<file path="src/hdl/rs_pkg.sv">
`default_nettype none

package rs_pkg;

  localparam int WORD_W   = 32;
  localparam int NUM_REGS = 16;
  localparam int REG_W    = $clog2(NUM_REGS);
  localparam int SLOTS    = 4;
  localparam int SLOT_W   = $clog2(SLOTS);

  typedef enum logic [2:0] {
    OP_LW   = 3'd0,
    OP_SW   = 3'd1,
    OP_ADD  = 3'd2,
    OP_MUL  = 3'd3,
    OP_MV   = 3'd4,
    OP_HALT = 3'd5
  } op_e;

  typedef enum logic {
    UNIT_ADD = 1'b0,
    UNIT_MUL = 1'b1
  } unit_e;

  typedef struct packed {
    logic              pending;  // low: register holds its own value
    unit_e             unit;
    logic [SLOT_W-1:0] slot;
  } tag_t;

  typedef struct packed {
    logic              ready;
    tag_t              tag;
    logic [WORD_W-1:0] value;
  } operand_t;

  typedef struct packed {
    logic              valid;
    unit_e             unit;
    logic [SLOT_W-1:0] slot;
    operand_t          a;
    operand_t          b;
  } dispatch_t;

  typedef struct packed {
    logic              valid;
    tag_t              tag;
    logic [WORD_W-1:0] value;
  } cdb_t;

  // operand picks up the bus value when it waits on that tag
  function automatic operand_t catch_bus(operand_t opnd, cdb_t bus);
    operand_t res;
    res = opnd;
    if (!opnd.ready && bus.valid && opnd.tag == bus.tag) begin
      res.ready = 1'b1;
      res.value = bus.value;
    end
    return res;
  endfunction

endpackage

`default_nettype wire

</file>
<file path="src/hdl/cdb_arbiter.sv">
`default_nettype none

module cdb_arbiter import rs_pkg::*; (
  input  wire logic [SLOTS-1:0]             add_ready,
  input  wire logic [SLOTS-1:0]             mul_ready,
  input  wire logic [SLOTS-1:0][WORD_W-1:0] add_result,
  input  wire logic [SLOTS-1:0][WORD_W-1:0] mul_result,
  output logic [SLOTS-1:0]                  add_grant,
  output logic [SLOTS-1:0]                  mul_grant,
  output cdb_t                              cdb
);

  // add bank first, then mul, lowest slot first
  always_comb begin
    logic found;
    found     = 1'b0;
    add_grant = '0;
    mul_grant = '0;
    cdb       = '0;
    for (int i = 0; i < SLOTS; i++) begin
      if (!found && add_ready[i]) begin
        found        = 1'b1;
        add_grant[i] = 1'b1;
        cdb = '{valid: 1'b1, tag: '{pending: 1'b1, unit: UNIT_ADD, slot: SLOT_W'(i)},
                value: add_result[i]};
      end
    end
    for (int i = 0; i < SLOTS; i++) begin
      if (!found && mul_ready[i]) begin
        found        = 1'b1;
        mul_grant[i] = 1'b1;
        cdb = '{valid: 1'b1, tag: '{pending: 1'b1, unit: UNIT_MUL, slot: SLOT_W'(i)},
                value: mul_result[i]};
      end
    end
  end

endmodule

`default_nettype wire

</file>
<file path="config.mk">
export PLATFORM = sky130hd
export DESIGN_NAME = cdb_arbiter
export DESIGN_NICKNAME = d
export VERILOG_FILES = /design/src/hdl/rs_pkg.sv /design/src/hdl/cdb_arbiter.sv
export SDC_FILE = /design/constraint.sdc
export NUM_CORES = 1
export LEC_CHECK = 0
export BUFFER_PORTS_ARGS = -buffer_cell sky130_fd_sc_hd__buf_4
export CAP_MARGIN = 20
export CORE_AREA = 5 5 118 120
export DETAILED_ROUTE_END_ITERATION = 16
export DIE_AREA = 0 0 123 125
export GPL_ROUTABILITY_DRIVEN = 0
export PLACE_DENSITY = 0.59
export SLEW_MARGIN = 20
export SYNTH_ARGS = -nofsm -noshare
export SYNTH_HDL_FRONTEND = slang
export SYNTH_SLANG_ARGS = --single-unit
</file>
<file path="constraint.sdc">
create_clock -name vclk -period 1.25
set_clock_uncertainty 0.05 [all_clocks]
set_input_delay 0.0625 -clock vclk [all_inputs]
set_output_delay 0.0625 -clock vclk [all_outputs]
set_load 0.01 [all_outputs]
</file>
==> results.json <==
{
  "status": "finished, violations left",
  "postSynthCellCount": 323,
  "dp_cells": 796,
  "grt_pass1_vias": 4229,
  "synth_area_sq_um": 1956,
  "hold_ws_ns": 0.4144,
  "required_ns": 1.14,
  "period_share_pct": 118.1,
  "fillers": 1319,
  "synth_top_area_cell": "a221oi_1",
  "ys.warnings.count": 0,
  "seqCellArea_sq_um": 0,
  "total_leakage_power_nw": 2.486,
  "vias": 3971,
  "rsz0062_at_grt": "yes",
  "synth_most_common_cell": "nor2_1",
  "synth_common_cells": "nor2_1, nand2_1, a22oi_1, o21ai_0",
  "irDropWorstVdd_mv": 0.2004,
  "drive_gt1_share_pct": 67.15,
  "dp_hpwl_microns": 12100,
  "fin_tns_setup_ns": -5.543,
  "synthesis.nets": 587,
  "seq_cells": 0,
  "start_util_pct": 15.19,
  "worstPathMaxFanout": 15,
  "final_cell_area_sq_um": 5290,
  "drt_iter0_markers": 217,
  "routed_wl_microns": 15080,
  "hp-class": "in2out",
  "critPathCaptureType": "output port",
  "cts_hold_buf": 0,
  "clkbuf_count": 0,
  "die_w_microns": 123,
  "grt_pass1_wl_microns": 21500,
  "yosysUniqueCellTypes": 31,
  "yosysSeqAreaShare_pct": 0,
  "syn_avg_cell_area_sq_um": 6.055,
  "start_kind": "input pin",
  "core_area_sq_um": 12870,
  "ios": 309,
  "relSlewSlack_pct": 75.35,
  "drt_pass1_iterations": 4,
  "num_rows": 42,
  "fin_cells": 797,
  "final-setup-viol-count": 37,
  "pwr_density_cell_nw_per_um2": 334.1,
  "grtUsageTotal_pct": 17.01,
  "multi_input_area_sq_um": 2258,
  "drc": 0,
  "grt_max_degree": 36,
  "worst_pin_slew_ns": 0.3682,
  "power_mw": 1.768,
  "die_area_sq_um": 15380,
  "die_h_microns": 125,
  "synth_top_area_share_pct": 13.88,
  "antenna_left": 0,
  "place_ws_ns": -0.2972,
  "antenna_found_initial": 0,
  "syn_to_final_growth_pct": 170.5,
  "diodes": 0,
  "nets": 887,
  "drv_slew": 0,
  "layout_setup_ws_ns": -0.2261,
  "drv_cap": 0,
  "ys_top_cells_by_area": "a221oi_1, a22o_1, a22oi_1",
  "violations": "setup timing",
  "fin_crit_ns": 1.476,
  "place_area_sq_um": 4820,
  "critPathKind": "in2out",
  "worstPathArrival_ns": 1.36,
  "drt-wirelength-per-cell_microns": 18.92,
  "overflow": 0,
  "avgViaCountPerCell": 4.982,
  "hold_viol_final": 0,
  "post-route-util_pct": 41.09,
  "io_buffers": 309,
  "fmax_ghz": 0.6775
}
[logic make-up after synthesis]
family,after synthesis,share of synthesized area [%]
and+or+nand+nor,144,36.47
muxes,2,1.088
AOI/OAI and AO/OA,133,50.99
buffers and inverters,44,11.45
[power by group]
group | switching (mW) | leakage, nW | internal (mW)
clock | 0 | 0 | 0
combinational | 0.717 | 2.49 | 1.05
sequential | 0 | 0 | 0
[repair_timing]
action,in CTS,in global routing
setup endpoints to repair,38,39
gates resized for setup,28,66
pin swaps,4,4
buffers inserted,0,1
hold endpoints to repair,0,0
[placed cells by master (no fill, tap or decap), types with 15 or more instances in the layout]
cell and instances:
buf_4 312, nor2_1 36, nand2_1 33, a22o_1 30, or3_1 30, a221oi_2 23
o21ai_0 21, a22oi_1 19, nor3_2 17, buf_12 15
[worst max-delay path, cell delays in order]
cell,delay (ns)
buf_4,0.13
nor4_4,0.04
and2_2,0.22
buf_12,0.16
a22o_1,0.21
or3_1,0.37
buf_4,0.16
[layout make-up]
class,instances,area share [%]
Inverter,1,0.07096
Multi-Input combinational cell,279,42.69
Tap cell,176,4.163
Timing Repair Buffer,341,53.07
[layer usage]
metal | share of wire, % | GRT usage [%] | vias to the layer above
met1 | 36 | 19.90 | 1828
met5 | 0 | 0 | -
met3 | 10 | 3.749 | 43
met2 | 50 | 30.52 | 233
met4 | 3.5 | 5.277 | 0
li1 | - | - | 1867
[path summary, 6_finish.rpt]
| kind | slack, ns | cells after the start | from | to |
|---|---|---|---|---|
| max | -0.23 | 7 | add_ready[0] | cdb[4] |
| min | 0.41 | 4 | mul_ready[3] | cdb[36] |
(Power assumes the default switching activity.)
