## config.mk

```make
export PLATFORM = sky130hd
export DESIGN_NAME = station_bank
export DESIGN_NICKNAME = d
export VERILOG_FILES = /design/src/hdl/rs_pkg.sv /design/src/hdl/station_bank.sv
export SDC_FILE = /design/constraint.sdc
export NUM_CORES = 1
export LEC_CHECK = 0
export BUFFER_PORTS_ARGS = -buffer_cell sky130_fd_sc_hd__buf_4
export CAP_MARGIN = 20
export CELL_PAD_IN_SITES_DETAIL_PLACEMENT = 1
export CELL_PAD_IN_SITES_GLOBAL_PLACEMENT = 1
export CORE_AREA = 4 4 207 209
export DETAILED_ROUTE_END_ITERATION = 8
export DIE_AREA = 0 0 211 213
export GPL_ROUTABILITY_DRIVEN = 0
export PLACE_DENSITY_LB_ADDON = 0.1
export SLEW_MARGIN = 25
export SYNTH_ARGS = -nofsm -noshare
export SYNTH_HDL_FRONTEND = slang
export SYNTH_SLANG_ARGS = --single-unit
```

## constraint.sdc

```tcl
create_clock -name clk -period 5.19 [get_ports clk]
set_clock_uncertainty 0.1 [all_clocks]
set_input_delay 1.038 -clock clk [delete_from_list [all_inputs] [get_ports clk]]
set_output_delay 1.038 -clock clk [all_outputs]
set_load 0.01 [all_outputs]
```

## src/hdl/rs_pkg.sv

```systemverilog
`default_nettype none

package rs_pkg;

  localparam int WORD_W   = 32;
  localparam int NUM_REGS = 16;
  localparam int REG_W    = $clog2(NUM_REGS);
  localparam int SLOTS    = 4;
  localparam int SLOT_W   = $clog2(SLOTS);

  typedef enum logic [2:0] {
    OP_LW   = 3'd0,
    OP_SW   = 3'd1,
    OP_ADD  = 3'd2,
    OP_MUL  = 3'd3,
    OP_MV   = 3'd4,
    OP_HALT = 3'd5
  } op_e;

  typedef enum logic {
    UNIT_ADD = 1'b0,
    UNIT_MUL = 1'b1
  } unit_e;

  typedef struct packed {
    logic              pending;  // low: register holds its own value
    unit_e             unit;
    logic [SLOT_W-1:0] slot;
  } tag_t;

  typedef struct packed {
    logic              ready;
    tag_t              tag;
    logic [WORD_W-1:0] value;
  } operand_t;

  typedef struct packed {
    logic              valid;
    unit_e             unit;
    logic [SLOT_W-1:0] slot;
    operand_t          a;
    operand_t          b;
  } dispatch_t;

  typedef struct packed {
    logic              valid;
    tag_t              tag;
    logic [WORD_W-1:0] value;
  } cdb_t;

  // operand picks up the bus value when it waits on that tag
  function automatic operand_t catch_bus(operand_t opnd, cdb_t bus);
    operand_t res;
    res = opnd;
    if (!opnd.ready && bus.valid && opnd.tag == bus.tag) begin
      res.ready = 1'b1;
      res.value = bus.value;
    end
    return res;
  endfunction

endpackage

`default_nettype wire

```

## src/hdl/station_bank.sv

```systemverilog
`default_nettype none

module station_bank import rs_pkg::*; #(
  parameter unit_e KIND = UNIT_ADD
) (
  input  wire logic                     clk,
  input  wire logic                     arst_n,
  input  wire dispatch_t                dispatch,
  input  wire cdb_t                     cdb,
  input  wire logic [SLOTS-1:0]         grant,
  output logic [SLOTS-1:0]              free,
  output logic [SLOTS-1:0]              ready,
  output logic [SLOTS-1:0][WORD_W-1:0]  result,
  output logic                          empty
);

  logic [SLOTS-1:0] busy;
  logic [SLOTS-1:0] load;
  operand_t         op_a [SLOTS];
  operand_t         op_b [SLOTS];

  for (genvar i = 0; i < SLOTS; i++) begin : g_slot
    assign load[i]  = dispatch.valid && dispatch.unit == KIND &&
                      dispatch.slot == SLOT_W'(i);
    assign ready[i] = busy[i] && op_a[i].ready && op_b[i].ready;

    if (KIND == UNIT_ADD) begin : g_add
      assign result[i] = $signed(op_a[i].value) + $signed(op_b[i].value);
    end else begin : g_mul
      // low word of the signed product
      assign result[i] = $signed(op_a[i].value) * $signed(op_b[i].value);
    end
  end

  assign free  = ~busy;
  assign empty = ~|busy;

  always_ff @(posedge clk or negedge arst_n) begin
    if (!arst_n) begin
      busy <= '0;
    end else begin
      busy <= (busy & ~grant) | load;  // granted slot frees at the broadcast edge
    end
  end

  always_ff @(posedge clk) begin
    for (int i = 0; i < SLOTS; i++) begin
      if (load[i]) begin
        op_a[i] <= dispatch.a;
        op_b[i] <= dispatch.b;
      end else if (busy[i]) begin
        op_a[i] <= catch_bus(op_a[i], cdb);
        op_b[i] <= catch_bus(op_b[i], cdb);
      end
    end
  end

  grant_ready: assert property (@(posedge clk) disable iff (!arst_n)
    (grant & ~ready) == '0);

  load_free: assert property (@(posedge clk) disable iff (!arst_n)
    (load & busy) == '0);

endmodule

`default_nettype wire

```

==> metrics.txt, run 1 <==
setup violators final=0; Worst Path Arrival=3850 ps; Syn Std Cell Area=between 15,000 and 20,000 um^2; largest net degree at the start of global routing=52; post-layout minimum cycle time=~5000 ps; core area=40,800 um^2; fill cell count=between 4,000 and 5,000; Post-synth EDFFs=between 200 and 300; max cap viols=0; initial drt markers=1,093; routed vias/inst=between 5 and 6; hold crit path type=input port to async pin; commonest non-fill, non-tap cell in the layout=nand2_1; gr ovfl total=0; Syn-to-layout area delta=19.8%; syn_area_per_cell=9.80 um^2; CTS Buf Count=35; Final period util=a little over nine tenths; Die X=~210 um; Achievable Freq=200 MHz; endpoint type of the worst setup path=output pin; Static Leak=roughly 10 nW; ys async rst share=between 1 and 1.5%; Crit Path Max Fanout=4; GR Util All Layers=roughly 29%; status=finished clean; register area share after synthesis=48.0%; cell count after synthesis=1,912; initial antenna violation count=1; Final Hold Fails=0; dpl hpwl=about 50,000 um; chip height=~210 um; via count=roughly 16,000; Routed Antenna Nets=0; placed cell count=between 2,000 and 3,000; Slew @ Worst Pin=roughly 1000 ps; post-CTS setup repair buffer count=0; num rows=74; Routed WL per cell=24.0 um; clk slew on worst S/H paths=roughly 60 ps; Final WS setup=about 200 ps; count of cell types in the netlist=83; flop and latch count out of synthesis=300; dominant synthesized flop cell=edfxtp_1; vias in the first global route=between 15,000 and 20,000; hold buffer count at CTS=0; layout cells sized above 1=between 10% and 20%; Initial Utilization=45.9%; YS warnings=0; CTS-repair resized insts=0; IO Port Bufs=roughly 260; Mapped Nets=roughly 2,200; most frequent cells in the layout=nand2_1, edfxtp_1, buf_4; max-slew violations=0; Slew headroom=~30%; first-pass GRT wire length=slightly below 100,000 um; clock latency on the worst-skew pair=530 ps; Max IR drop VDD=around 460 uV; clk root buf=clkbuf_16; unrepaired setup endpoints after global routing=false; DR pass1 iterations=5; Nets=approximately 2,400; TritonCTS Sinks=300; final core occ=55.0%; Placement Setup Slack=784 ps; TritonCTS clock tree=yes; depth of the CTS H-tree=2; Synth area leader=edfxtp_1; Setup TNS=0 ps; top-level I/O count=about 260; # DRC=0; synth top area cells=edfxtp_1, nand2_1, ha_1; hold slack final=roughly 190 ps; Die Footprint=around 45,000 um^2; Startpoint Class=register; total wire length=~65,000 um; Clock Tree Buf Depth=3; Setup Crit Path Kind=register to output pin; fin cells=approximately 2,700; Synth top area share=a little under half; Data required, critical path=4050 ps; P per Cell Area=284 nW/um^2
[power breakdown]
group / internal, mW / switching [mW]
combinational: 0.405 / 0.636
clock: 1.52 / 1.04
sequential: 2.75 / 0.0250
total: 4.67 / 1.70
[logic make-up (layout without fill, tap and decap cells)]
kind of cell | count (synthesis) | in the layout | share of synthesized area, %
AOI/OAI and AO/OA | 433 | 433 | 16.5
adders and majority gates | 128 | 128 | 8.70
and+or+nand+nor | 800 | 800 | 17.9
buffers and inverters | 108 | 378 | 2.22
xor gates and xnor gates | 140 | 140 | 6.54
muxes | 3 | 3 | 0.167
other | 0 | 1 | 0
DFF | 300 | 300 | 48.0
[final timing paths]
kind                                   from           to  slack [ps]  cells after the start
max in group asynchronous            arst_n      busy[2]        4690                      1
worst min register to register  op_b[0][36]  op_b[0][36]         540                      2
worst max-delay path             op_b[3][0]  result[124]         200                     11
worst max register to register      busy[3]   op_a[3][8]        2530                      5
min in group clk                op_b[0][36]  op_b[0][36]         540                      2
worst min-delay path                 arst_n      busy[0]         190                      1
[final cells by class]
| type | instances | area, um^2 | area share, % |
|---|---|---|---|
| multi-input cells | 1504 | 9400 | 41.9 |
| flip-flops and latches | 300 | 8990 | 40.0 |
| inverters | 41 | 154 | 0.686 |
| diodes | 1 | 2.50 | 0.0111 |
| clock inverters | 21 | 234 | 1.04 |
| clock buffers | 42 | 945 | 4.21 |
| repair buffers | 274 | 2060 | 9.16 |
| well taps | 532 | 666 | 2.97 |
[metal layers]
metal | vias up | GRT usage (%) | part of all wire, %
li1 | 7405 | - | -
met5 | - | 0 | 0
met3 | 158 | 4.04 | 5.8
met1 | 7941 | 37.3 | 42
met4 | 0 | 12.1 | 4.5
met2 | 522 | 47.8 | 48
[flip-flops by register name, indices dropped and copies added (netlist names)]
register  flops
op_a        148
busy          4
op_b        148
[synth_stat cells, types with 13 or more instances]
cell      count
nand3_1      24
o21a_1       13
o211ai_1     15
clkbuf_1     58
ha_1        124
edfxtp_1    296
a31oi_1      15
inv_1        41
a21o_1       52
and3_1       27
nand4_1      15
xnor2_1      90
o21ai_0      48
a21oi_1     114
nor2b_1      13
nand2_1     577
nor2_1       74
o21bai_1     18
xor2_1       50
a22o_1       67
nor3_1       21
[metrics by stage]
step / area, um^2 / power (mW)
2_1_floorplan: 18700 / 3.36
3_3_place_gp: 21200 / 3.83
3_5_place_dp: 21200 / 3.85
4_1_cts: 22400 / 6.40
5_1_grt: 22400 / 6.60
6_report: 22400 / 6.37
[critical path, stage by stage (launching register included)]
cell and delay (ps):
edfxtp_1 370, ha_1 240, fa_1 420, a21oi_1 270, o22ai_1 260, o211ai_2 340
a21oi_2 100, nor2_2 200, a31oi_1 160, a221o_1 320, a311oi_1 440, buf_4 210
(Power assumes the default switching activity.)
==> run 2: changes to the inputs <==
Clock period 5.19 ns to 4.8 ns, I/O delays scaled along.
==> run 2 against run 1 <==
Global-route usage down 0.25 points. Critical path type unchanged. Clock-buffer cell count fell by 1. Critical endpoint is now result[60]. First-iteration DRC count is 33% higher.
==> metrics.txt, run 2 (synthesis results as in run 1) <==
GR Util All Layers=28.3% (was 28.5%); status=finished clean (unchanged); hold crit path type=input port to async pin (unchanged); clk slew on worst S/H paths=60 ps (about the same); commonest non-fill, non-tap cell in the layout=nand2_1 (unchanged); Clock Tree Buf Depth=3 (unchanged); clk root buf=clkbuf_16 (unchanged); endpoint type of the worst setup path=output pin (unchanged); fill cell count=4,558 (was 4,568); area of the multi-input gates=9480 um^2 (was 9400 um^2); Achievable Freq=roughly 210 MHz; # DRC=0 (unchanged); total wire length=65,200 um (was 65,100 um); setup violators final=0 (unchanged); top flop regs=op_a (148), op_b (148), busy (4) (unchanged); Die Footprint=44,900 um^2 (unchanged); Worst Path Arrival=3710 ps (was 3850 ps); Initial Utilization=45.9% (unchanged); IO Port Bufs=257 (unchanged); most frequent cells in the layout=nand2_1, edfxtp_1, buf_4 (unchanged); Data required, critical path=3740 ps (was 4050 ps); Nets=2,411 (was 2,405); Setup TNS=0 ps (unchanged); CTS Buf Count=34 (was 35); dpl hpwl=49,100 um (was 48,900 um); Setup Crit Path Kind=register to output pin (unchanged); Final period util=99.3%; post-layout minimum cycle time=~4800 ps; P per Cell Area=295 nW/um^2 (was 284 nW/um^2); hold slack final=121 ps (was 190 ps); depth of the CTS H-tree=2 (unchanged); max cap viols=0 (unchanged); Max IR drop VDD=287 uV (was 457 uV); total power draw=6.63 mW (was 6.37 mW); hold buffer count at CTS=0 (unchanged); routed vias/inst=5.88 (was 5.90); Routed WL per cell=24.0 um (about the same); Slew @ Worst Pin=930 ps (was 1050 ps); initial antenna violation count=0 (was 1); reg-to-reg slack, setup=2110 ps (was 2530 ps); Syn-to-layout area delta=19.9% (was 19.8%); Worst Reg-to-Reg Cells=5 (unchanged); Final Hold Fails=0 (unchanged); initial drt markers=1,452 (was 1,093); ANT cells=0 (was 1); Reg-to-Reg Start=busy[3] (unchanged); Die X=211 um (unchanged); Slew headroom=37.8% (was 30.0%); first-pass GRT wire length=97,300 um (was 98,500 um); Static Leak=9.84 nW (was 9.83 nW); max-slew violations=0 (unchanged); Crit Path Max Fanout=2 (was 4); via count=16,000 (about the same); chip height=213 um (unchanged); unrepaired setup endpoints after global routing=true (was false); gr ovfl total=0 (unchanged); vias in the first global route=16,800 (was 16,900); Critical R2R Capture=op_a[3][12] (was op_a[3][8]); largest net degree at the start of global routing=49 (was 52); layout cells sized above 1=17.4% (was 16.9%); core area=40,800 um^2 (unchanged); TritonCTS clock tree=yes (unchanged); TritonCTS Sinks=300 (unchanged); Routed Antenna Nets=0 (unchanged); num rows=74 (unchanged); Startpoint Class=register (unchanged); top-level I/O count=258 (unchanged); DR pass1 iterations=6 (was 5); FF/Latch Area=8990 um^2 (unchanged); clock latency on the worst-skew pair=530 ps (about the same)
==> run 2: cell count changes in the layout (fill, tap and decap cells not counted), moves of 2 or more <==
| cell | delta |
|---|---|
| clkinv_4 | -2 |
| clkinv_2 | +8 |
| clkinvlp_4 | -3 |
| buf_4 | +5 |
| bufinv_16 | -3 |
| inv_6 | -3 |
==> run 2: critical path, stage by stage (launching register included) <==
cell and delay [ps]:
edfxtp_1 380, ha_2 210, fa_2 350, a21o_1 180, a22o_1 230, o41a_1 510
a211oi_2 350, nor2_1 80, o21a_1 240, mux2i_1 120, or3_1 380, buf_6 130
==> run 2: what timing repair did <==
| item | 4_1_cts | 5_1_grt |
|---|---|---|
| endpoints found under the hold margin | 0 | 0 |
| endpoints found under the setup margin | 3 | 15 |
| resized for setup | 2 | 15 |
| setup buffers | 0 | 5 |
| pin swaps | 1 | 10 |
==> run 2: how the worst max path moves through the flow <==
| stage | startpoint | end | slack [ps] | cells past startpoint |
|---|---|---|---|---|
| floorplan | cdb[34] | op_b[3][0] | 70 | 5 |
| global placement | op_b[1][0] | result[60] | 540 | 11 |
| detailed placement | op_b[1][0] | result[60] | 470 | 11 |
| CTS | op_b[1][0] | result[60] | -60 | 11 |
| global route | op_b[1][0] | result[60] | -80 | 11 |
| finish | op_b[1][0] | result[60] | 30 | 11 |
==> run 2: layout make-up <==
class                           instances  area share (%)
Tap cell                              532            2.96
Inverter                               41           0.685
Clock buffer                           41            4.19
Multi-Input combinational cell       1504            42.2
Sequential cell                       300            40.0
Clock inverter                         18           0.490
Timing Repair Buffer                  281            9.46
==> run 2: layer usage <==
metal	GRT usage [%]	vias to the layer above	wire length [um]
li1	-	7422	-
met1	36.6	7865	27300
met2	48.1	553	31300
met3	5.36	124	4330
met4	9.41	0	2240
met5	0	-	0
==> run 2: power breakdown <==
part,internal (mW),switching (mW)
clock,1.45,1.04
combinational,0.445,0.692
sequential,2.97,0.0272
total,4.87,1.76
==> run 2: stage by stage <==
step           util [%]  instance area, um^2  setup WS, ps  std cells
2_1_floorplan         -                18700          72.4       1912
3_3_place_gp       52.1                21300           538       2653
3_5_place_dp       52.1                21300           468       2653
4_1_cts            54.7                22300         -59.6       2712
5_1_grt            55.0                22500         -80.0       2717
6_report           55.0                22500          33.3       2717
