`config.mk`:
```
export PLATFORM = sky130hd
export DESIGN_NAME = reg_status
export DESIGN_NICKNAME = d
export VERILOG_FILES = /design/src/hdl/rs_pkg.sv /design/src/hdl/reg_status.sv
export SDC_FILE = /design/constraint.sdc
export NUM_CORES = 1
export LEC_CHECK = 0
export BUFFER_PORTS_ARGS = -buffer_cell sky130_fd_sc_hd__buf_2
export CAP_MARGIN = 0
export CORE_UTILIZATION = 30
export CTS_CLUSTER_DIAMETER = 120
export DETAILED_ROUTE_END_ITERATION = 6
export PLACE_DENSITY_LB_ADDON = 0.08
export SETUP_SLACK_MARGIN = 0.3
export SLEW_MARGIN = 20
export SYNTH_ARGS = -nofsm -noshare
export SYNTH_HDL_FRONTEND = slang
export SYNTH_SLANG_ARGS = --single-unit
```
`constraint.sdc`:
```
create_clock -name clk -period 2.2 [get_ports clk]
set_clock_uncertainty 0.05 [all_clocks]
set_input_delay 0.11 -clock clk [delete_from_list [all_inputs] [get_ports clk]]
set_output_delay 0.11 -clock clk [all_outputs]
set_load 0.02 [all_outputs]
```
`src/hdl/rs_pkg.sv`:
```
`default_nettype none

package rs_pkg;

  localparam int WORD_W   = 32;
  localparam int NUM_REGS = 16;
  localparam int REG_W    = $clog2(NUM_REGS);
  localparam int SLOTS    = 4;
  localparam int SLOT_W   = $clog2(SLOTS);

  typedef enum logic [2:0] {
    OP_LW   = 3'd0,
    OP_SW   = 3'd1,
    OP_ADD  = 3'd2,
    OP_MUL  = 3'd3,
    OP_MV   = 3'd4,
    OP_HALT = 3'd5
  } op_e;

  typedef enum logic {
    UNIT_ADD = 1'b0,
    UNIT_MUL = 1'b1
  } unit_e;

  typedef struct packed {
    logic              pending;  // low: register holds its own value
    unit_e             unit;
    logic [SLOT_W-1:0] slot;
  } tag_t;

  typedef struct packed {
    logic              ready;
    tag_t              tag;
    logic [WORD_W-1:0] value;
  } operand_t;

  typedef struct packed {
    logic              valid;
    unit_e             unit;
    logic [SLOT_W-1:0] slot;
    operand_t          a;
    operand_t          b;
  } dispatch_t;

  typedef struct packed {
    logic              valid;
    tag_t              tag;
    logic [WORD_W-1:0] value;
  } cdb_t;

  // operand picks up the bus value when it waits on that tag
  function automatic operand_t catch_bus(operand_t opnd, cdb_t bus);
    operand_t res;
    res = opnd;
    if (!opnd.ready && bus.valid && opnd.tag == bus.tag) begin
      res.ready = 1'b1;
      res.value = bus.value;
    end
    return res;
  endfunction

endpackage

`default_nettype wire

```
`src/hdl/reg_status.sv`:
```
`default_nettype none

module reg_status import rs_pkg::*; (
  input  wire logic                     clk,
  input  wire logic                     arst_n,
  input  wire logic                     rename_en,
  input  wire logic [REG_W-1:0]         rename_reg,
  input  wire tag_t                     rename_tag,
  input  wire logic                     imm_en,
  input  wire logic [REG_W-1:0]         imm_reg,
  input  wire logic signed [WORD_W-1:0] imm_value,
  input  wire cdb_t                     cdb,
  input  wire logic [REG_W-1:0]         look_a_reg,
  input  wire logic [REG_W-1:0]         look_b_reg,
  input  wire logic [REG_W-1:0]         reg_sel,
  output operand_t                      look_a,
  output operand_t                      look_b,
  output tag_t                          reg_tag,
  output logic signed [WORD_W-1:0]      reg_value
);

  logic [WORD_W-1:0] values [NUM_REGS];
  tag_t              tags   [NUM_REGS];

  always_ff @(posedge clk or negedge arst_n) begin
    if (!arst_n) begin
      for (int i = 0; i < NUM_REGS; i++) begin
        values[i] <= '0;
        tags[i]   <= '0;
      end
    end else begin
      for (int i = 0; i < NUM_REGS; i++) begin
        if (rename_en && rename_reg == REG_W'(i)) begin
          tags[i] <= rename_tag;  // new producer wins over a bus write
        end else if (imm_en && imm_reg == REG_W'(i)) begin
          tags[i]   <= '0;
          values[i] <= imm_value;
        end else if (cdb.valid && tags[i] == cdb.tag) begin
          tags[i]   <= '0;
          values[i] <= cdb.value;
        end
      end
    end
  end

  assign look_a = '{ready: !tags[look_a_reg].pending, tag: tags[look_a_reg],
                    value: values[look_a_reg]};
  assign look_b = '{ready: !tags[look_b_reg].pending, tag: tags[look_b_reg],
                    value: values[look_b_reg]};

  assign reg_tag   = tags[reg_sel];
  assign reg_value = values[reg_sel];

  // issue decode sends at most one write request per strobe
  one_write: assert property (@(posedge clk) disable iff (!arst_n)
    !(rename_en && imm_en));

endmodule

`default_nettype wire

```
==> results of run 1 <==
## cell usage after synthesis (12+ instances only)
cell	number
buf_4	36
clkbuf_1	166
buf_2	86
a211oi_1	12
mux4_2	540
nand2_1	40
xor2_1	21
dfrtp_1	576
a22o_1	64
mux2_2	798
buf_1	14
nor2_1	20
xnor2_1	43
mux2_1	226
## tightest hold or removal path: stages
cell	delay, ps
buf_2	170
or2_2	170
nor2_1	100
a22o_1	230
## final timing paths
| path | from | endpoint | slack, ps |
|---|---|---|---|
| hold reg to reg | values[240] | values[240] | 480 |
| max in group asynchronous | arst_n | values[264] | 1230 |
| setup / recovery | values[0] | look_b[0] | -360 |
| min in group asynchronous | arst_n | tags[54] | 200 |
| hold / removal | rename_reg[3] | tags[42] | 80 |
| setup reg to reg | tags[9] | values[81] | -130 |
## layer usage
layer | vias up | wire length, um
met5 | - | 17
met4 | 4 | 5770
met3 | 265 | 8840
met2 | 1027 | 85500
met1 | 16600 | 79800
li1 | 12000 | -
## state kept, by name, summed over array words and instances, names as in the netlist
signal / cells
tags: 64
values: 512
## timing repair
action / in CTS / in global routing
setup endpoints to repair: 550 / 626
setup buffers: 60 / 43
endpoints found under the hold margin: 1085 / 0
hold buffers: 99 / 0
gates cloned: 22 / 5
pin swaps: 21 / 25
resized for setup: 417 / 104
## power by group through the flow
| stage | Clock, mW | Combinational, mW | Sequential [mW] |
|---|---|---|---|
| after floorplan | 0 | 15.7 | 18.7 |
| after global placement | 0 | 21.1 | 20.3 |
| after detailed placement | 0 | 21.4 | 20.7 |
| after CTS | 14.1 | 24.8 | 20.6 |
| after global routing | 14.5 | 26.9 | 21.6 |
| final | 13.8 | 25.6 | 20.8 |
## cell families after synthesis
group | synth area share [%]
AOI/OAI and AO/OA | 2.38
xor gates and xnor gates | 1.35
DFF | 34.6
muxes | 56.9
buffers and inverters | 3.48
and+or+nand+nor | 1.35
## cell type report
| type | count | area (um2) | share of cell area, % |
|---|---|---|---|
| repair buffers | 686 | 8410 | 15.4 |
| clock buffers | 114 | 2350 | 4.29 |
| inverters | 2 | 7.51 | 0.0137 |
| multi-input cells | 1853 | 27000 | 49.2 |
| well taps | 1794 | 2240 | 4.10 |
| diodes | 8 | 20.0 | 0.0365 |
| flip-flops and latches | 576 | 14400 | 26.3 |
| clock inverters | 31 | 372 | 0.678 |
## through the flow
step | cell area [um2] | setup slack (ps) | setup TNS, ps
floorplan | 41700 | 258 | 0
global placement | 47400 | -31.5 | -650
detailed placement | 47400 | -48.1 | -1090
CTS | 53800 | -406 | -35820
global route | 54800 | -417 | -40650
finish | 54800 | -364 | -30510
==> impl_metrics.ini, run 1 <==
[setup_path]
rr_worst_depth = 11
cp_slowest_cell = mux4_2
critPathArrivalTime_ps = 2400
cp.buffers_inverters = 1
crit_type = reg -> out
setup.worst_path.start_class = register
cp_common_cell = mux4_2
cp_top_family = multiplexers
cp_cell_sequence = mux4_2 > mux4_2 > buf_6
cp.depth = 3
endpoint_kind = output port
cpPeakStageDelay_ps = 610
cp_data_required_time_ps = 2040
crit_path_max_fanout = 4

[route]
routedWlPerCell_um = 35.5
remaining_drc_errors = 0
vias_per_cell = 5.90
ant_nets = 0
drt_iter0_drc = 2443
dr.pass1.iters = 6
routed_wl_mm = 180
vias = 29900

[timing]
period_needed_ps = 2560
rsz0062_at_grt = true
setup_violations = 142
period_share_pct = 117
final-hold-violation-count = 0
worst_pin_slew_ps = 742
holdWs_ps = 79.7
finalMaxSlewViolations = 0
finalWorstSetupSlack_ps = -364
relSlewSlack_pct = 50.2
fmax_ghz = 0.390

[logic_synthesis]
synth_area_per_cell_um2 = 15.2
ys_seq_area_share_pct = 34.6
netlist_instances = 2739
ys_ff_latch = 576
syn_area_mm2 = 0.0417
async_flop_share_pct = 100
yosysWarnings = 0
synth-edff-count = 0
yosys-top-cells-area = dfrtp_1 (35%), mux4_2 (29%), mux2_2 (22%)
synth_cell_types = 38
synth_nets = 2836
post-synth-top-area-fraction_pct = 34.6
ys.flop_type = dfrtp_1
yosysTopAreaCell = dfrtp_1

[clock_tree]
cts_buffers = 80
clk_path_buf_depth = 3
cts_root_buf = clkbuf_16
clkSinkCount = 576
cts_tree = done
cts_htree_levels = 3
clk_pin_slew_worst_paths_ps = 60
clkLatencyLatePin_ps = 700

[final_layout]
drive_above_1_share_pct = 68.1
area_delta_synth_final_pct = 31.5
nets = 3296
fill_cells = 12600
final_common_cell = mux2_2
stdcell_count = 5064
final_cell_mix = mux2_2 (713), dfrtp_1 (562), mux4_2 (540)
utilization_pct = 39.8

[die]
die-area_mm2 = 0.140
rows = 136
initial_core_util_pct = 30.3
pin_count = 207
coreArea_mm2 = 0.138
die_h_um = 375
die_w_um = 375

[power]
p_sw_mw = 20.1
pwr-share-seq_pct = 34.6
netSwitchingFraction_pct = 33.4
max-vdd-ir-drop_uv = 686
power-per-cell-area_mw_per_mm2 = 1100
clkPwrFrac_pct = 22.9
p_int_mw = 40.1
power.leakage_nw = 21.7
combPwrFrac_pct = 42.5
power_mw = 60.2

[status]
failed_checks = setup timing
status = finished with violations

[worst_hold_path]
hold_depth = 4
hold_class = in -> reg

[place]
hpwl_mm = 113
placed_cells = 4682
globalplace.congestion = 0.816
port_buffers = 206

[global_routing]
grt_usage_pct = 25.6
gr-usage-met1_pct = 35.5
grt_remaining_overflow = 0
grt_util_met3_pct = 3.78
antenna_found_initial = 11
grt_pass1_wl_mm = 255
grt_pass1_vias = 31800
busiest_layer = met2
grt_max_degree = 88
met2_usage_pct = 41.2

[run]
cap_violations = 0
(Power assumes the default switching activity.)
==> inputs of run 2 (changes only) <==
==> constraint.sdc (replaced) <==
create_clock -name clk -period 2.6 [get_ports clk]
set_clock_uncertainty 0.05 [all_clocks]
set_input_delay 0.13 -clock clk [delete_from_list [all_inputs] [get_ports clk]]
set_output_delay 0.13 -clock clk [all_outputs]
set_load 0.02 [all_outputs]
==> run 2 against run 1 <==
Compared with the run above: the run now ends clean; global-route usage down 0.98 points; setup slack better by 410 ps; critical path depth unchanged; worst hold slack worse by 37 ps; first-iteration DRC count down 5.9%; register-to-register slack better by 490 ps; sequential cell count unchanged; sequential share of layout area up 1.9 points; sequential power down 15%; cell area down 6.7%; largest cell class unchanged; largest power group unchanged.
==> impl_metrics.ini, run 2 (synthesis gave the netlist of run 1 again) <==
[final_layout]
design_area_mm2 = 0.0511
top_register = values
largest_reg_flops = 512
reg.largest.list = values (512), tags (64)
fill_cells = 12900
final_common_cell = mux2_2
final_cell_mix = mux2_2 (798), mux4_2 (540), dfrtp_1 (539)
drive_above_1_share_pct = 63.5
nets = 3121
diodes = 0
area_delta_synth_final_pct = 22.7

[global_routing]
grt_usage_pct = 24.6
grt_pass1_wl_mm = 246
grt_remaining_overflow = 0
grt_max_degree = 78
grt_pass1_vias = 30500
antenna_found_initial = 2

[die]
rows = 136
die-area_mm2 = 0.140
pin_count = 207
initial_core_util_pct = 30.3
die_h_um = 375
coreArea_mm2 = 0.138
die_w_um = 375

[status]
status = completed

[power]
power.leakage_nw = 19.8
power-per-cell-area_mw_per_mm2 = 951
max-vdd-ir-drop_uv = 532
power_mw = 48.6

[clock_tree]
cts_tree = done
clkLatencyLatePin_ps = 690
cts_htree_levels = 3
cts_root_buf = clkbuf_16
clk_path_buf_depth = 3
clkSinkCount = 576
cts_buffers = 82
clk_pin_slew_worst_paths_ps = 60

[setup_path]
setup.worst_path.start_class = register
cp_data_required_time_ps = 2420
endpoint_kind = output port
crit_path_max_fanout = 4
crit_type = reg -> out
critPathArrivalTime_ps = 2370

[timing]
worst_pin_slew_ps = 711
period_share_pct = 98.2
finalMaxSlewViolations = 0
rsz0062_at_grt = true
final-hold-violation-count = 0
holdWs_ps = 42.4
setup_violations = 0
relSlewSlack_pct = 52.3
fmax_ghz = 0.392
period_needed_ps = 2550

[route]
remaining_drc_errors = 0
routedWlPerCell_um = 35.3
vias = 29000
routed.top_layer = met4
routed_wl_mm = 172
met1_length_mm = 75.3
vias_per_cell = 5.93
drt_iter0_drc = 2300
dr.pass1.iters = 5
met3WireLength_mm = 9.23
ant_nets = 0
dr_wl_met2_mm = 82.3

[place]
port_buffers = 206
globalplace.congestion = 0.824
dpl-instance-area_mm2 = 0.0465
hpwl_mm = 107

[run]
cap_violations = 0

[worst_hold_path]
hold_class = in -> reg
## run 2: changes by cell type in the layout (fill, tap and decap cells not counted), sizes merged
cell	delta
bufinv	-5
diode	-8
clkinvlp	-3
buf	-161
dlygate4sd3	-10
inv	-5
clkbuf	+13
clkinv	-3
## run 2: final cells by class
| cell class | count | area [um2] | area share (%) |
|---|---|---|---|
| inverters | 2 | 7.51 | 0.0147 |
| repair buffers | 509 | 5610 | 11.0 |
| clock buffers | 133 | 2560 | 5.00 |
| flip-flops and latches | 576 | 14500 | 28.3 |
| well taps | 1794 | 2240 | 4.39 |
| multi-input cells | 1853 | 26100 | 51.0 |
| clock inverters | 15 | 148 | 0.289 |
## run 2: what timing repair did
| action | 4_1_cts | 5_1_grt |
|---|---|---|
| gates resized for setup | 246 | 16 |
| endpoints found under the setup margin | 110 | 110 |
| setup buffers | 19 | 9 |
| hold buffers | 89 | 0 |
| hold endpoints to repair | 752 | 0 |
| pin swaps | 0 | 1 |
## run 2: report_power, final
group          switching (mW)  internal (mW)
registers                4.36           13.2
clock network            4.62           6.80
logic                    7.49           12.2
total                    16.5           32.2
## run 2: metal layers
layer / global-route usage [%] / vias up
met1: 34.0 / 16000
met2: 39.7 / 1052
li1: - / 11600
met4: 7.42 / 0
met5: 0 / -
met3: 3.71 / 268
## run 2: critical path: stages (launching register included)
cell and delay [ps]:
dfrtp_1 410, mux4_2 490, mux4_2 600, buf_6 180
## run 2: worst paths after layout
| kind | start | endpoint | slack [ps] | cells past startpoint |
|---|---|---|---|---|
| min in group asynchronous | arst_n | values[31] | 450 | 3 |
| worst min register to register | values[178] | values[178] | 480 | 1 |
| max in group asynchronous | arst_n | values[198] | 1230 | 5 |
| worst min-delay path | imm_value[24] | values[376] | 40 | 3 |
| worst max register to register | tags[47] | values[371] | 360 | 5 |
| worst max-delay path | values[18] | look_b[18] | 50 | 3 |
## run 2: per-stage QoR
step	TNS [ps]	util [%]	setup WS, ps	instances
floorplan	0	-	608	2739
global placement	0	33.8	251	4617
detailed placement	0	33.8	278	4617
CTS	-43.5	37.1	-24.1	4873
global route	-41.9	37.1	-17.4	4882
finish	0	37.1	47.9	4882
==> inputs of run 3 (changes only) <==
--- a/config.mk
+++ b/config.mk
@@ -10,6 +10,7 @@
 export CORE_UTILIZATION = 30
 export CTS_CLUSTER_DIAMETER = 120
 export DETAILED_ROUTE_END_ITERATION = 6
+export MAX_ROUTING_LAYER = met4
 export PLACE_DENSITY_LB_ADDON = 0.08
 export SETUP_SLACK_MARGIN = 0.3
 export SLEW_MARGIN = 20
==> constraint.sdc (replaced) <==
create_clock -name clk -period 3.25 [get_ports clk]
set_clock_uncertainty 0.05 [all_clocks]
set_input_delay 0.1625 -clock clk [delete_from_list [all_inputs] [get_ports clk]]
set_output_delay 0.1625 -clock clk [all_outputs]
set_load 0.02 [all_outputs]
==> run 3 against run 2 <==
Compared with the run above: sequential cell count did not move; sequential share of layout area increased by 1.5 points; setup slack gained 580 ps; critical endpoint is now look_a[34]; via count shrank 1.7%.
==> impl_metrics.ini, run 3 (synthesis gave the netlist of run 1 again) <==
[setup_path]
cp_data_required_time_ps = 3040
rr_worst_depth = 5
setup.worst_path.start_class = register
timing.rr.end = values[461]
crit_type = reg -> out
r2r_slack_ps = 770
endpoint_kind = output port
critPathArrivalTime_ps = 2410
timing.rr.start = tags[58]
crit_path_max_fanout = 5

[clock_tree]
cts_htree_levels = 3
clkLatencyLatePin_ps = 680
cts_tree = done
cts_buffers = 81
clkSinkCount = 576
clk_path_buf_depth = 3
cts_root_buf = clkbuf_16
cts.repair.resized = 0
clk_pin_slew_worst_paths_ps = 60

[power]
power.leakage_nw = 18.7
power-per-cell-area_mw_per_mm2 = 773
power_mw = 37.4
max-vdd-ir-drop_uv = 359

[global_routing]
grt_max_degree = 104
antenna_found_initial = 15
grt_pass1_vias = 30100
grt_remaining_overflow = 0
grt_pass1_wl_mm = 244
grt_usage_pct = 25.3

[final_layout]
design_area_mm2 = 0.0484
multi_input_area_mm2 = 0.0261
fill_cells = 13000
utilization_pct = 35.1
final_common_cell = mux2_2
final_cell_mix = mux2_2 (798), dfrtp_1 (576), mux4_2 (540)
area_delta_synth_final_pct = 16.0
reg.largest.list = values (512), tags (64)
drive_above_1_share_pct = 62.1
regArea_mm2 = 0.0144
top_register = values
largest_reg_flops = 512
nets = 2973

[place]
port_buffers = 206
hpwl_mm = 104
pre_cts_slack_ps = 634
globalplace.congestion = 0.848
dpl-instance-area_mm2 = 0.0453

[timing]
period_needed_ps = 2620
fmax_ghz = 0.382
period_share_pct = 80.5
final-hold-violation-count = 0
setup_tns_ps = 0
rsz0062_at_grt = false
worst_pin_slew_ps = 986
finalWorstSetupSlack_ps = 632
relSlewSlack_pct = 34.3
setup_violations = 0
finalMaxSlewViolations = 0

[status]
status = completed

[route]
routed_wl_mm = 172
dr.pass1.iters = 5
vias = 28500
ant_nets = 0
vias_per_cell = 6.00
routedWlPerCell_um = 36.3
drt_iter0_drc = 2310
remaining_drc_errors = 0

[die]
coreArea_mm2 = 0.138
die-area_mm2 = 0.140
pin_count = 207
die_h_um = 375
rows = 136
initial_core_util_pct = 30.3
die_w_um = 375

[worst_hold_path]
hold_class = in -> async

[run]
cap_violations = 0
## run 3: layout make-up
cell class,instances,share of cell area (%)
sequential,576,29.8
clock inverter,21,0.419
timing repair buffer,362,6.09
multi-input combinational,1853,53.9
clock buffer,124,5.05
inverter,2,0.0155
tap,1794,4.64
antenna,7,0.0362
## run 3: timing repair
item	in CTS	in global routing
hold buffers	38	0
hold endpoints to repair	314	0
buffers inserted	0	0
## run 3: metrics by stage
| stage | hold slack [ps] | std cells |
|---|---|---|
| floorplan | -183 | 2739 |
| global placement | 148 | 4549 |
| detailed placement | 155 | 4549 |
| CTS | 0.554 | 4732 |
| global route | 45.6 | 4737 |
| finish | 44.0 | 4739 |
## run 3: how the worst max path moves through the flow
stage          slack, ps          start  cells after the start           to
6_report             630       tags[10]                      3   look_a[34]
5_1_grt              560       tags[35]                      4   look_b[36]
4_1_cts              580       tags[35]                      4   look_b[36]
3_5_place_dp         630     imm_reg[0]                      6   values[84]
3_3_place_gp         660     imm_reg[2]                      6  values[401]
2_1_floorplan       1190  look_a_reg[1]                      5   look_a[32]
## run 3: routing by layer
| metal | vias up | GRT usage, % | wire length, um |
|---|---|---|---|
| met2 | 1098 | 39.4 | 81500 |
| met1 | 15700 | 33.8 | 75700 |
| met5 | - | - | 0 |
| met4 | 0 | 7.38 | 4700 |
| li1 | 11300 | - | - |
| met3 | 276 | 4.12 | 9960 |
## run 3: power breakdown
group	internal, mW	switching, mW
combinational	8.51	5.72
clock	5.32	3.73
sequential	10.6	3.51
## run 3: critical path, stage by stage (launching register included)
cell	delay (ps)
dfrtp_1	470
mux4_2	520
mux4_2	540
buf_2	190
