[config.mk]
export PLATFORM = sky130hd
export DESIGN_NAME = issue_ctrl
export DESIGN_NICKNAME = d
export VERILOG_FILES = /design/src/hdl/rs_pkg.sv /design/src/hdl/issue_ctrl.sv
export SDC_FILE = /design/constraint.sdc
export NUM_CORES = 1
export LEC_CHECK = 0
export ABC_AREA = 0
export BUFFER_PORTS_ARGS = -buffer_cell sky130_fd_sc_hd__buf_2
export CORE_AREA = 3 3 115 117
export CTS_CLUSTER_DIAMETER = 80
export DETAILED_ROUTE_END_ITERATION = 12
export DIE_AREA = 0 0 118 120
export PLACE_DENSITY = 0.51
export SLEW_MARGIN = 20
export SYNTH_ARGS = -nofsm -noshare
export SYNTH_HDL_FRONTEND = slang
export SYNTH_SLANG_ARGS = --single-unit
[constraint.sdc]
create_clock -name clk -period 1.83 [get_ports clk]
set_input_delay 0.366 -clock clk [delete_from_list [all_inputs] [get_ports clk]]
set_output_delay 0.366 -clock clk [all_outputs]
set_load 0.05 [all_outputs]
[src/hdl/rs_pkg.sv]
`default_nettype none

package rs_pkg;

  localparam int WORD_W   = 32;
  localparam int NUM_REGS = 16;
  localparam int REG_W    = $clog2(NUM_REGS);
  localparam int SLOTS    = 4;
  localparam int SLOT_W   = $clog2(SLOTS);

  typedef enum logic [2:0] {
    OP_LW   = 3'd0,
    OP_SW   = 3'd1,
    OP_ADD  = 3'd2,
    OP_MUL  = 3'd3,
    OP_MV   = 3'd4,
    OP_HALT = 3'd5
  } op_e;

  typedef enum logic {
    UNIT_ADD = 1'b0,
    UNIT_MUL = 1'b1
  } unit_e;

  typedef struct packed {
    logic              pending;  // low: register holds its own value
    unit_e             unit;
    logic [SLOT_W-1:0] slot;
  } tag_t;

  typedef struct packed {
    logic              ready;
    tag_t              tag;
    logic [WORD_W-1:0] value;
  } operand_t;

  typedef struct packed {
    logic              valid;
    unit_e             unit;
    logic [SLOT_W-1:0] slot;
    operand_t          a;
    operand_t          b;
  } dispatch_t;

  typedef struct packed {
    logic              valid;
    tag_t              tag;
    logic [WORD_W-1:0] value;
  } cdb_t;

  // operand picks up the bus value when it waits on that tag
  function automatic operand_t catch_bus(operand_t opnd, cdb_t bus);
    operand_t res;
    res = opnd;
    if (!opnd.ready && bus.valid && opnd.tag == bus.tag) begin
      res.ready = 1'b1;
      res.value = bus.value;
    end
    return res;
  endfunction

endpackage

`default_nettype wire

[src/hdl/issue_ctrl.sv]
`default_nettype none

module issue_ctrl import rs_pkg::*; (
  input  wire logic                     clk,
  input  wire logic                     arst_n,
  input  wire logic                     enable,
  input  wire op_e                      op,
  input  wire logic [REG_W-1:0]         rd,
  input  wire logic [REG_W-1:0]         rs1,
  input  wire logic [REG_W-1:0]         rs2,
  input  wire logic                     has_imm,
  input  wire logic signed [WORD_W-1:0] imm,
  input  wire operand_t                 look_a,
  input  wire operand_t                 look_b,
  input  wire cdb_t                     cdb,
  input  wire logic [SLOTS-1:0]         add_free,
  input  wire logic [SLOTS-1:0]         mul_free,
  output logic [REG_W-1:0]              look_a_reg,
  output logic [REG_W-1:0]              look_b_reg,
  output dispatch_t                     dispatch,
  output logic                          rename_en,
  output logic [REG_W-1:0]              rename_reg,
  output tag_t                          rename_tag,
  output logic                          imm_en,
  output logic [REG_W-1:0]              imm_reg,
  output logic signed [WORD_W-1:0]      imm_value,
  output logic                          issue_ok
);

  unit_e             target;
  logic              to_bank;  // add, mul or register mv
  logic              imm_mv;
  logic [SLOTS-1:0]  free_vec;
  logic              found;
  logic [SLOT_W-1:0] slot;
  operand_t          opnd_a;
  operand_t          opnd_b;
  logic              take;

  assign look_a_reg = rs1;
  assign look_b_reg = rs2;

  always_comb begin
    target  = UNIT_ADD;
    to_bank = 1'b0;
    imm_mv  = 1'b0;
    case (op)
      OP_ADD: to_bank = 1'b1;
      OP_MUL: begin
        target  = UNIT_MUL;
        to_bank = 1'b1;
      end
      OP_MV: begin
        to_bank = !has_imm;  // register mv runs as add of zero
        imm_mv  = has_imm;
      end
      default: ;  // lw, sw, halt refused
    endcase
  end

  assign free_vec = (target == UNIT_MUL) ? mul_free : add_free;

  // lowest free slot
  always_comb begin
    found = 1'b0;
    slot  = '0;
    for (int i = SLOTS - 1; i >= 0; i--) begin
      if (free_vec[i]) begin
        found = 1'b1;
        slot  = SLOT_W'(i);
      end
    end
  end

  always_comb begin
    opnd_a = catch_bus(look_a, cdb);
    if (op == OP_MV) begin
      opnd_b = '{ready: 1'b1, tag: '0, value: '0};
    end else if (has_imm) begin
      opnd_b = '{ready: 1'b1, tag: '0, value: imm};
    end else begin
      opnd_b = catch_bus(look_b, cdb);
    end
  end

  assign take     = enable && to_bank && found;
  assign dispatch = '{valid: take, unit: target, slot: slot, a: opnd_a, b: opnd_b};

  assign rename_en  = take;
  assign rename_reg = rd;
  assign rename_tag = '{pending: 1'b1, unit: target, slot: slot};

  assign imm_en    = enable && imm_mv;
  assign imm_reg   = rd;
  assign imm_value = imm;

  always_ff @(posedge clk or negedge arst_n) begin
    if (!arst_n) begin
      issue_ok <= 1'b0;
    end else if (enable) begin
      issue_ok <= take || imm_mv;
    end
  end

endmodule

`default_nettype wire

==> results by group, run 1 <==
Setup path
  – Crit start category: input pin
  – Crit. End Element: output port
  – Max FO, Critical Path: 7
  – Worst Path Class, Setup: input pin to output port
  – Critical Path RT: ~1500 ps
  – Critical Path AT: 1820 ps

Synth
  – Primary FF master, synth: dfrtp_1
  – Flops & latches, synth: 1
  – Avg Cell Area, Syn: 7.36 µm²
  – Synthesized instance count: ~330
  – Most frequent cell after synthesis: buf_4
  – Async SR Flop Fraction: 100%
  – Synthesis Warnings: 0
  – Seq/Total Area, Yosys: roughly 1.0%
  – Post-synth top cells: buf_4 (59), nor2_1 (34), o21ai_0 (33)
  – Synth area leaders: buf_4 (18%), mux2_2 (11%), a311oi_1 (11%)
  – Share of the synthesized area in the top cell type: between 10% and 20%
  – Post-Syn Area: approximately 0.0025 mm²
  – Number of library cell types mapped by synthesis: 34
  – Dominant cell type by area after synthesis: buf_4
  – EDFF count, synth: 0
  – Post-Syn Nets: 504

Finish
  – Area growth syn-to-layout: 142%
  – Ant. Diodes: 0
  – Post-layout nets: ~750
  – Largest registers: issue_ok: 1 flops
  – Most flop-heavy register: issue_ok
  – Share of cells above drive strength 1: between 80% and 90%
  – Max FFs per register: 1

Power and ir drop
  – Combinational Power Share: 98.8%
  – Maximum vdd drop: 157 µV
  – Switching portion of total power: 58.8%
  – Switching pwr: ~1.3 mW
  – Internal: 909 µW
  – Register share of total power: 1.2%
  – Clock Power Share: 0%
  – Power, Total: 2.20 mW
  – PD cells: 371 mW/mm²
  – Leak: 2.70 nW

STA
  – Final setup fails: 72
  – Final hold slack: 141 ps
  – FMAX: approximately 460 MHz
  – Skew final: 0 ps
  – RSZ-0062 raised after global routing: yes
  – Final Hold Fails: 0
  – Final WS setup: -356 ps
  – Min Tclk post-route: 2190 ps
  – Max-slew violations: 0
  – Period utilization: 119%

CTS
  – Clk_lat worst skew: 0 ps
  – Clock-pin slew on the worst setup and hold paths: 0 ps

Placed design
  – DP Wirelength: around 10,000 µm
  – I/O Buffers: 273
  – Pre-CTS worst setup slack: -513 ps
  – RePlAce Congestion: 0.808

Route
  – WL final: 12,600 µm
  – Drt drc: 0
  – Wirelength per Cell: roughly 17 µm
  – Post-DR vias/cell: about 4.7
  – Drt first pass iters: 5
  – Initial DRC Count: 91
  – Post-route ant nets: 0
  – Vias: 3,553

Status
  – Outcome: complete, but fails checks
  – Failing checks: setup timing

Floorplanning
  – Die W: 118 µm
  – DIE AREA: about 0.014 mm²
  – Core Area: 0.0125 mm²
  – I/O Pins: 303
  – Starting Density: 19.7%
  – DIE HEIGHT: 120 µm
  – FP Rows: 41

Global route
  – Largest net degree at the start of global routing: 33
  – Initial antenna violation count: 0
  – Global-route wire length before repair: around 20,000 µm
  – GRT Overall Usage: 16.6%
  – Grt total ovfl: 0
  – Vias in the first global route: 3,794

Job
  – MaxCap Viol Count: 0

Min path
  – Hold Path Class: input pin to async pin
-- cells by family (layout without fill, tap and decap cells) --
logic type      Yosys count  count (layout)  share of synthesized area, %
simple gates            118             118                          32.5
buf+inv                 102             349                          27.0
compound gates           71              71                          20.2
mux                      36              36                          17.4
xor+xnor                  5               5                          1.78
other cells               1               1                         0.153
flops                     1               1                          1.02
-- cells in the final DEF (no fill, tap or decap), types with 2 or more instances in the layout --
cell	Yosys	routed
nand2b_1	4	2
buf_2	11	190
xor2_1	3	3
inv_2	1	2
buf_8	0	6
mux2_2	25	3
buf_6	6	91
nand3b_1	2	2
nor3_4	0	34
buf_4	59	34
a311oi_4	0	32
and4_2	0	4
and4_1	32	5
and3_1	2	2
and4_4	0	23
mux2i_4	0	4
nor2b_1	2	2
mux2_4	7	29
o21ai_0	33	32
nor2_1	34	34
inv_1	5	3
nor3_2	19	2
buf_12	0	21
-- repair_timing --
item,in CTS,in global routing
gates resized for setup,204,17
setup endpoints to repair,73,74
cloned,4,0
pin swaps,18,13
hold buffers,0,0
buffers inserted,8,3
-- routing by layer --
layer | global-route usage, % | wire length, µm
met3 | 3.06 | 807
met5 | 0 | 0
met1 | 19.0 | 4780
met4 | 1.10 | 79
met2 | 33.3 | 6960
-- area by class of cell --
type                       count  area, µm²
multi-input combinational    231       2910
sequential                     1       25.0
fill                        1166       6520
inverter                       6       30.0
timing repair buffer         343       2770
tap                          172        215
-- power groups by stage --
| stage | combinational [mW] | sequential, mW | clock [mW] |
|---|---|---|---|
| finish | 2.18 | 0.0265 | 0 |
| CTS | 2.21 | 0.0262 | 0 |
| global placement | 1.88 | 0.0262 | 0 |
| detailed placement | 1.89 | 0.0262 | 0 |
| floorplan | 1.43 | 0.0350 | 0 |
| global route | 2.28 | 0.0268 | 0 |
-- through the flow --
step	area [µm²]	setup TNS [ps]	std cells	util, %
after floorplan	3540	-10330	334	-
after global placement	5130	-28050	744	41.2
after detailed placement	5130	-29610	744	41.2
after CTS	5970	-20790	755	47.9
after global routing	5940	-24800	753	47.7
final	5940	-19880	753	47.7
-- path summary, 6_finish.rpt --
kind	end	from	slack, ps	cells after the start
min in group clk	issue_ok	issue_ok	490	1
worst max register to register	issue_ok	issue_ok	1060	1
worst max-delay path	dispatch[17]	cdb[35]	-360	9
max in group asynchronous	issue_ok	arst_n	1600	1
worst min register to register	issue_ok	issue_ok	490	1
worst min-delay path	issue_ok	arst_n	140	1
-- worst max-delay path, stage by stage --
cell and delay, ps:
buf_8 90, inv_8 20, a222oi_1 380, buf_4 230, buf_4 130, buf_12 120, a311oi_4 90, nor3_4 180
buf_6 180
Power figures use the tool's default switching activity.
==> run 2, diff against run 1 <==
Settings changed: CORE_AREA 3 3 115 117 to 3 3 117 119, DIE_AREA 0 0 118 120 to 0 0 120 122.
Clock period 1.83 ns to 2 ns, I/O delays scaled along.
==> results by group, run 2 (synthesis gave the netlist of run 1 again) <==
Status
  – Outcome: complete, but fails checks
  – Failing checks: setup timing

STA
  – Final Hold Fails: 0
  – Slew margin rel.: 62.3%
  – Final WS setup: -235 ps
  – Final setup fails: 66
  – Skew final: 0 ps
  – Setup TNS: -12,360 ps
  – RSZ-0062 raised after global routing: yes
  – FMAX: roughly 450 MHz
  – Period utilization: 112%
  – Min Tclk post-route: 2240 ps
  – Final hold slack: 175 ps
  – Least-Margin Pin Slew: 559 ps
  – Max-slew violations: 0

Global route
  – Grt total ovfl: 0
  – Initial antenna violation count: 0
  – GRT Overall Usage: 14.6%
  – Vias in the first global route: ~3.6k
  – Global-route wire length before repair: about 18,000 µm
  – Largest net degree at the start of global routing: 37

Placed design
  – I/O Buffers: 273
  – RePlAce Congestion: between 0.8 and 0.9
  – Inst Count DP: 718
  – DP Wirelength: 9410 µm
  – DP Area: 0.00420 mm²

Finish
  – Most flop-heavy register: issue_ok
  – Flip-flop and latch area: 25.0 µm²
  – Ant. Diodes: 0
  – Largest registers: issue_ok: 1 flops
  – Most frequent cells in the layout: buf_2 (194), buf_6 (79), nor2_1 (34)
  – Area growth syn-to-layout: 107%
  – Fill count: 1,263
  – Post-layout nets: 726
  – Post-route cell area: about 0.0051 mm²
  – Non-Filler Instances: 726
  – Commonest non-fill, non-tap cell in the layout: buf_2
  – Max FFs per register: 1
  – Share of cells above drive strength 1: 76.2%
  – Multi-input logic area: between 0.002 and 0.0025 mm²

Setup path
  – Crit start category: input pin
  – Critical Path AT: 1840 ps
  – Reg2Reg Setup Slack: 1230 ps
  – R2R cell count: 1
  – Max FO, Critical Path: 8
  – FF-to-FF Start: issue_ok
  – Crit. End Element: output port
  – Worst Path Class, Setup: input pin to output port
  – Critical Path RT: 1600 ps
  – R2R Path End: issue_ok

Route
  – Post-DR vias/cell: 4.87
  – Drt first pass iters: 5
  – WL final: 12,700 µm
  – Wirelength per Cell: 17.5 µm
  – Post-route ant nets: 0
  – Vias: 3,538
  – Drt drc: 0
  – Initial DRC Count: 130

Floorplanning
  – Starting Density: between 10% and 20%
  – Die W: ~120 µm
  – DIE AREA: 0.0146 mm²
  – DIE HEIGHT: 122 µm
  – FP Rows: 41
  – I/O Pins: 303
  – Core Area: 0.0127 mm²

Power and ir drop
  – PD cells: 353 mW/mm²
  – Maximum vdd drop: 109 µV
  – Leak: 2.35 nW
  – Power, Total: about 1.8 mW

CTS
  – Hold Buf Count CTS: 0
  – Clk_lat worst skew: 0 ps
  – Clock-pin slew on the worst setup and hold paths: 0 ps

Min path
  – Hold Path Class: input pin to async pin

Job
  – MaxCap Viol Count: 0
## run 2: cell types whose count changed in the layout (fill, tap and decap cells not counted), moves of 6 or more
cell | before | now
a311oi_1 | 0 | 15
and4_4 | 23 | 6
buf_12 | 21 | 15
buf_4 | 34 | 19
a311oi_4 | 32 | 8
and4_1 | 5 | 26
buf_6 | 91 | 79
mux2_2 | 3 | 24
mux2_4 | 29 | 8
a311oi_2 | 0 | 9
## run 2: final cells by class
cell class                      count  share of cell area (%)
Tap cell                          172                    4.22
Inverter                            6                   0.491
Timing Repair Buffer              316                    48.5
Multi-Input combinational cell    231                    46.3
Sequential cell                     1                   0.491
## run 2: critical path, cell delays in order
cell and delay (ps):
buf_8 90, inv_4 30, a222oi_1 310, buf_4 200, buf_8 140, buf_12 140
a311oi_1 140, nor3_4 200, buf_6 180
## run 2: routing by layer
metal / track usage (%) / up-vias / routed length, µm
li1: - / 1641 / -
met1: 16.0 / 1664 / 4660
met2: 29.8 / 213 / 6820
met3: 1.86 / 20 / 943
met4: 2.51 / 0 / 245
met5: 0 / - / 0
## run 2: where the power goes
group          leakage [nW]  internal [mW]  total [mW]  switching (mW)
Sequential           0.0127         0.0229      0.0239         0.00104
Clock                     0              0           0               0
Combinational          2.34          0.686        1.78            1.09
## run 2: through the flow
stage	worst slack, ps	utilization [%]
final	-235	40.2
after CTS	-250	37.4
after global placement	-308	33.1
after detailed placement	-334	33.1
after global routing	-305	40.2
after floorplan	-416	-
## run 2: worst max path at each step
stage / from / cells after the start / end / slack, ps
CTS: look_b[35] / 7 / dispatch[13] / -250
global placement: cdb[35] / 8 / dispatch[18] / -310
floorplan: has_imm / 4 / dispatch[32] / -420
global route: cdb[35] / 9 / dispatch[30] / -310
finish: cdb[35] / 9 / dispatch[15] / -240
detailed placement: cdb[35] / 8 / dispatch[22] / -330
## run 2: timing repair
action | 4_1_cts | 5_1_grt
resized for setup | 159 | 49
pin swaps | 2 | 15
cloned | 0 | 5
endpoints found under the setup margin | 72 | 74
buffers inserted | 4 | 2
==> run 3, diff against run 2 <==
Settings changed: SKIP_CTS_REPAIR_TIMING set to 1.
==> results by group, run 3 (synthesis gave the netlist of run 1 again) <==
Setup path
  – Max FO, Critical Path: 8
  – Critical Path RT: 1600 ps
  – Max stage delay on crit path: 310 ps
  – Critical path cell sequence: buf_2, a222oi_1, buf_4, buf_12, clkbuf_16, a311oi_4, nor3_4, buf_6
  – Crit path max-delay cell type: a222oi_1
  – R2R cell count: 1
  – CP Depth: 8
  – Top delay family on crit path: buffers and inverters
  – Crit start category: input pin
  – CP Buf/Inv Count: 5
  – Critical Path AT: 1870 ps
  – Worst setup path startpoint: look_b[35]
  – Worst Path Class, Setup: input pin to output port
  – Crit. End Element: output port
  – FF-to-FF Start: issue_ok

Status
  – Failing checks: setup timing
  – Outcome: complete, but fails checks

Placed design
  – RePlAce Congestion: about 0.9
  – DP Wirelength: 9410 µm
  – Pre-CTS worst setup slack: -334 ps
  – I/O Buffers: 273

CTS
  – Clk_lat worst skew: 0 ps
  – Clock-pin slew on the worst setup and hold paths: 0 ps

Route
  – Met1 wire length: 5140 µm
  – Post-DR vias/cell: 4.83
  – Initial DRC Count: ~100
  – Routed wl met3: 888 µm
  – Drt drc: 0
  – Top Metal Used: met4
  – Drt first pass iters: 4
  – Wirelength per Cell: 18.1 µm
  – Vias: 3,533
  – DR WL met2: 7150 µm
  – Post-route ant nets: 0
  – WL final: ~13,000 µm

STA
  – Max-slew violations: 0
  – FMAX: 440 MHz
  – RSZ-0062 raised after global routing: yes
  – Final WS setup: -274 ps
  – Final hold slack: between 150 and 200 ps
  – Final Hold Fails: 0
  – Final setup fails: 68
  – Least-Margin Pin Slew: about 510 ps
  – Slew margin rel.: 65.9%
  – Min Tclk post-route: 2270 ps
  – Period utilization: 114%
  – Skew final: 0 ps

Floorplanning
  – DIE HEIGHT: 122 µm
  – Core Area: 0.0127 mm²
  – FP Rows: 41
  – Die W: 120 µm
  – DIE AREA: 0.0146 mm²
  – Starting Density: 19.4%
  – I/O Pins: 303

Global route
  – Largest net degree at the start of global routing: 37
  – GRT Overall Usage: 13.6%
  – Vias in the first global route: 3,384
  – Global-route wire length before repair: 16,900 µm
  – Initial antenna violation count: 0
  – Grt total ovfl: 0

Finish
  – Area growth syn-to-layout: 117%
  – Fill count: 1,255
  – Post-layout nets: ~730
  – Most frequent cells in the layout: buf_2 (222), buf_6 (48), nor2_1 (34)
  – Ant. Diodes: 0
  – Commonest non-fill, non-tap cell in the layout: buf_2
  – Share of cells above drive strength 1: just over 80%
  – Max FFs per register: 1
  – Final Core Density: between 40% and 50%
  – Most flop-heavy register: issue_ok
  – Largest registers: issue_ok: 1 flops

Power and ir drop
  – Maximum vdd drop: 133 µV
  – PD cells: 352 mW/mm²
  – Power, Total: 1.88 mW
  – Leak: ~2.4 nW

Job
  – MaxCap Viol Count: 0

Min path
  – Hold Path Class: input pin to async pin
==> run 3: path summary, 6_finish.rpt <==
| kind | to | slack [ps] |
|---|---|---|
| worst min-delay path | issue_ok | 180 |
| max in group asynchronous | issue_ok | 1740 |
| worst min register to register | issue_ok | 480 |
| worst max register to register | issue_ok | 1230 |
| min in group clk | issue_ok | 480 |
| worst max-delay path | dispatch[30] | -270 |
==> run 3: metrics by stage <==
stage / cells / TNS (ps) / instance area, µm²
after floorplan: 334 / -5580 / 2800
after global placement: 718 / -16850 / 4200
after detailed placement: 718 / -18470 / 4200
after CTS: 718 / -18820 / 4200
after global routing: 732 / -18200 / 5340
final: 732 / -14480 / 5340
==> run 3: cell type report <==
type                    instances  area (µm²)  area share (%)
inverters                       6        25.0           0.468
multi-input cells             231        2680            50.2
well taps                     172         215            4.03
flip-flops and latches          1        25.0           0.468
repair buffers                322        2390            44.8
==> run 3: metal layers <==
metal / up-vias / GRT usage [%]
li1: 1663 / -
met1: 1681 / 15.5
met2: 179 / 27.4
met3: 10 / 1.67
met4: 0 / 1.65
met5: - / 0
==> run 3: where the power goes <==
group / switching, mW / internal, mW / leakage [nW]
combinational: 1.16 / 0.697 / 2.37
sequential: 0.00104 / 0.0229 / 0.0127
clock: 0 / 0 / 0
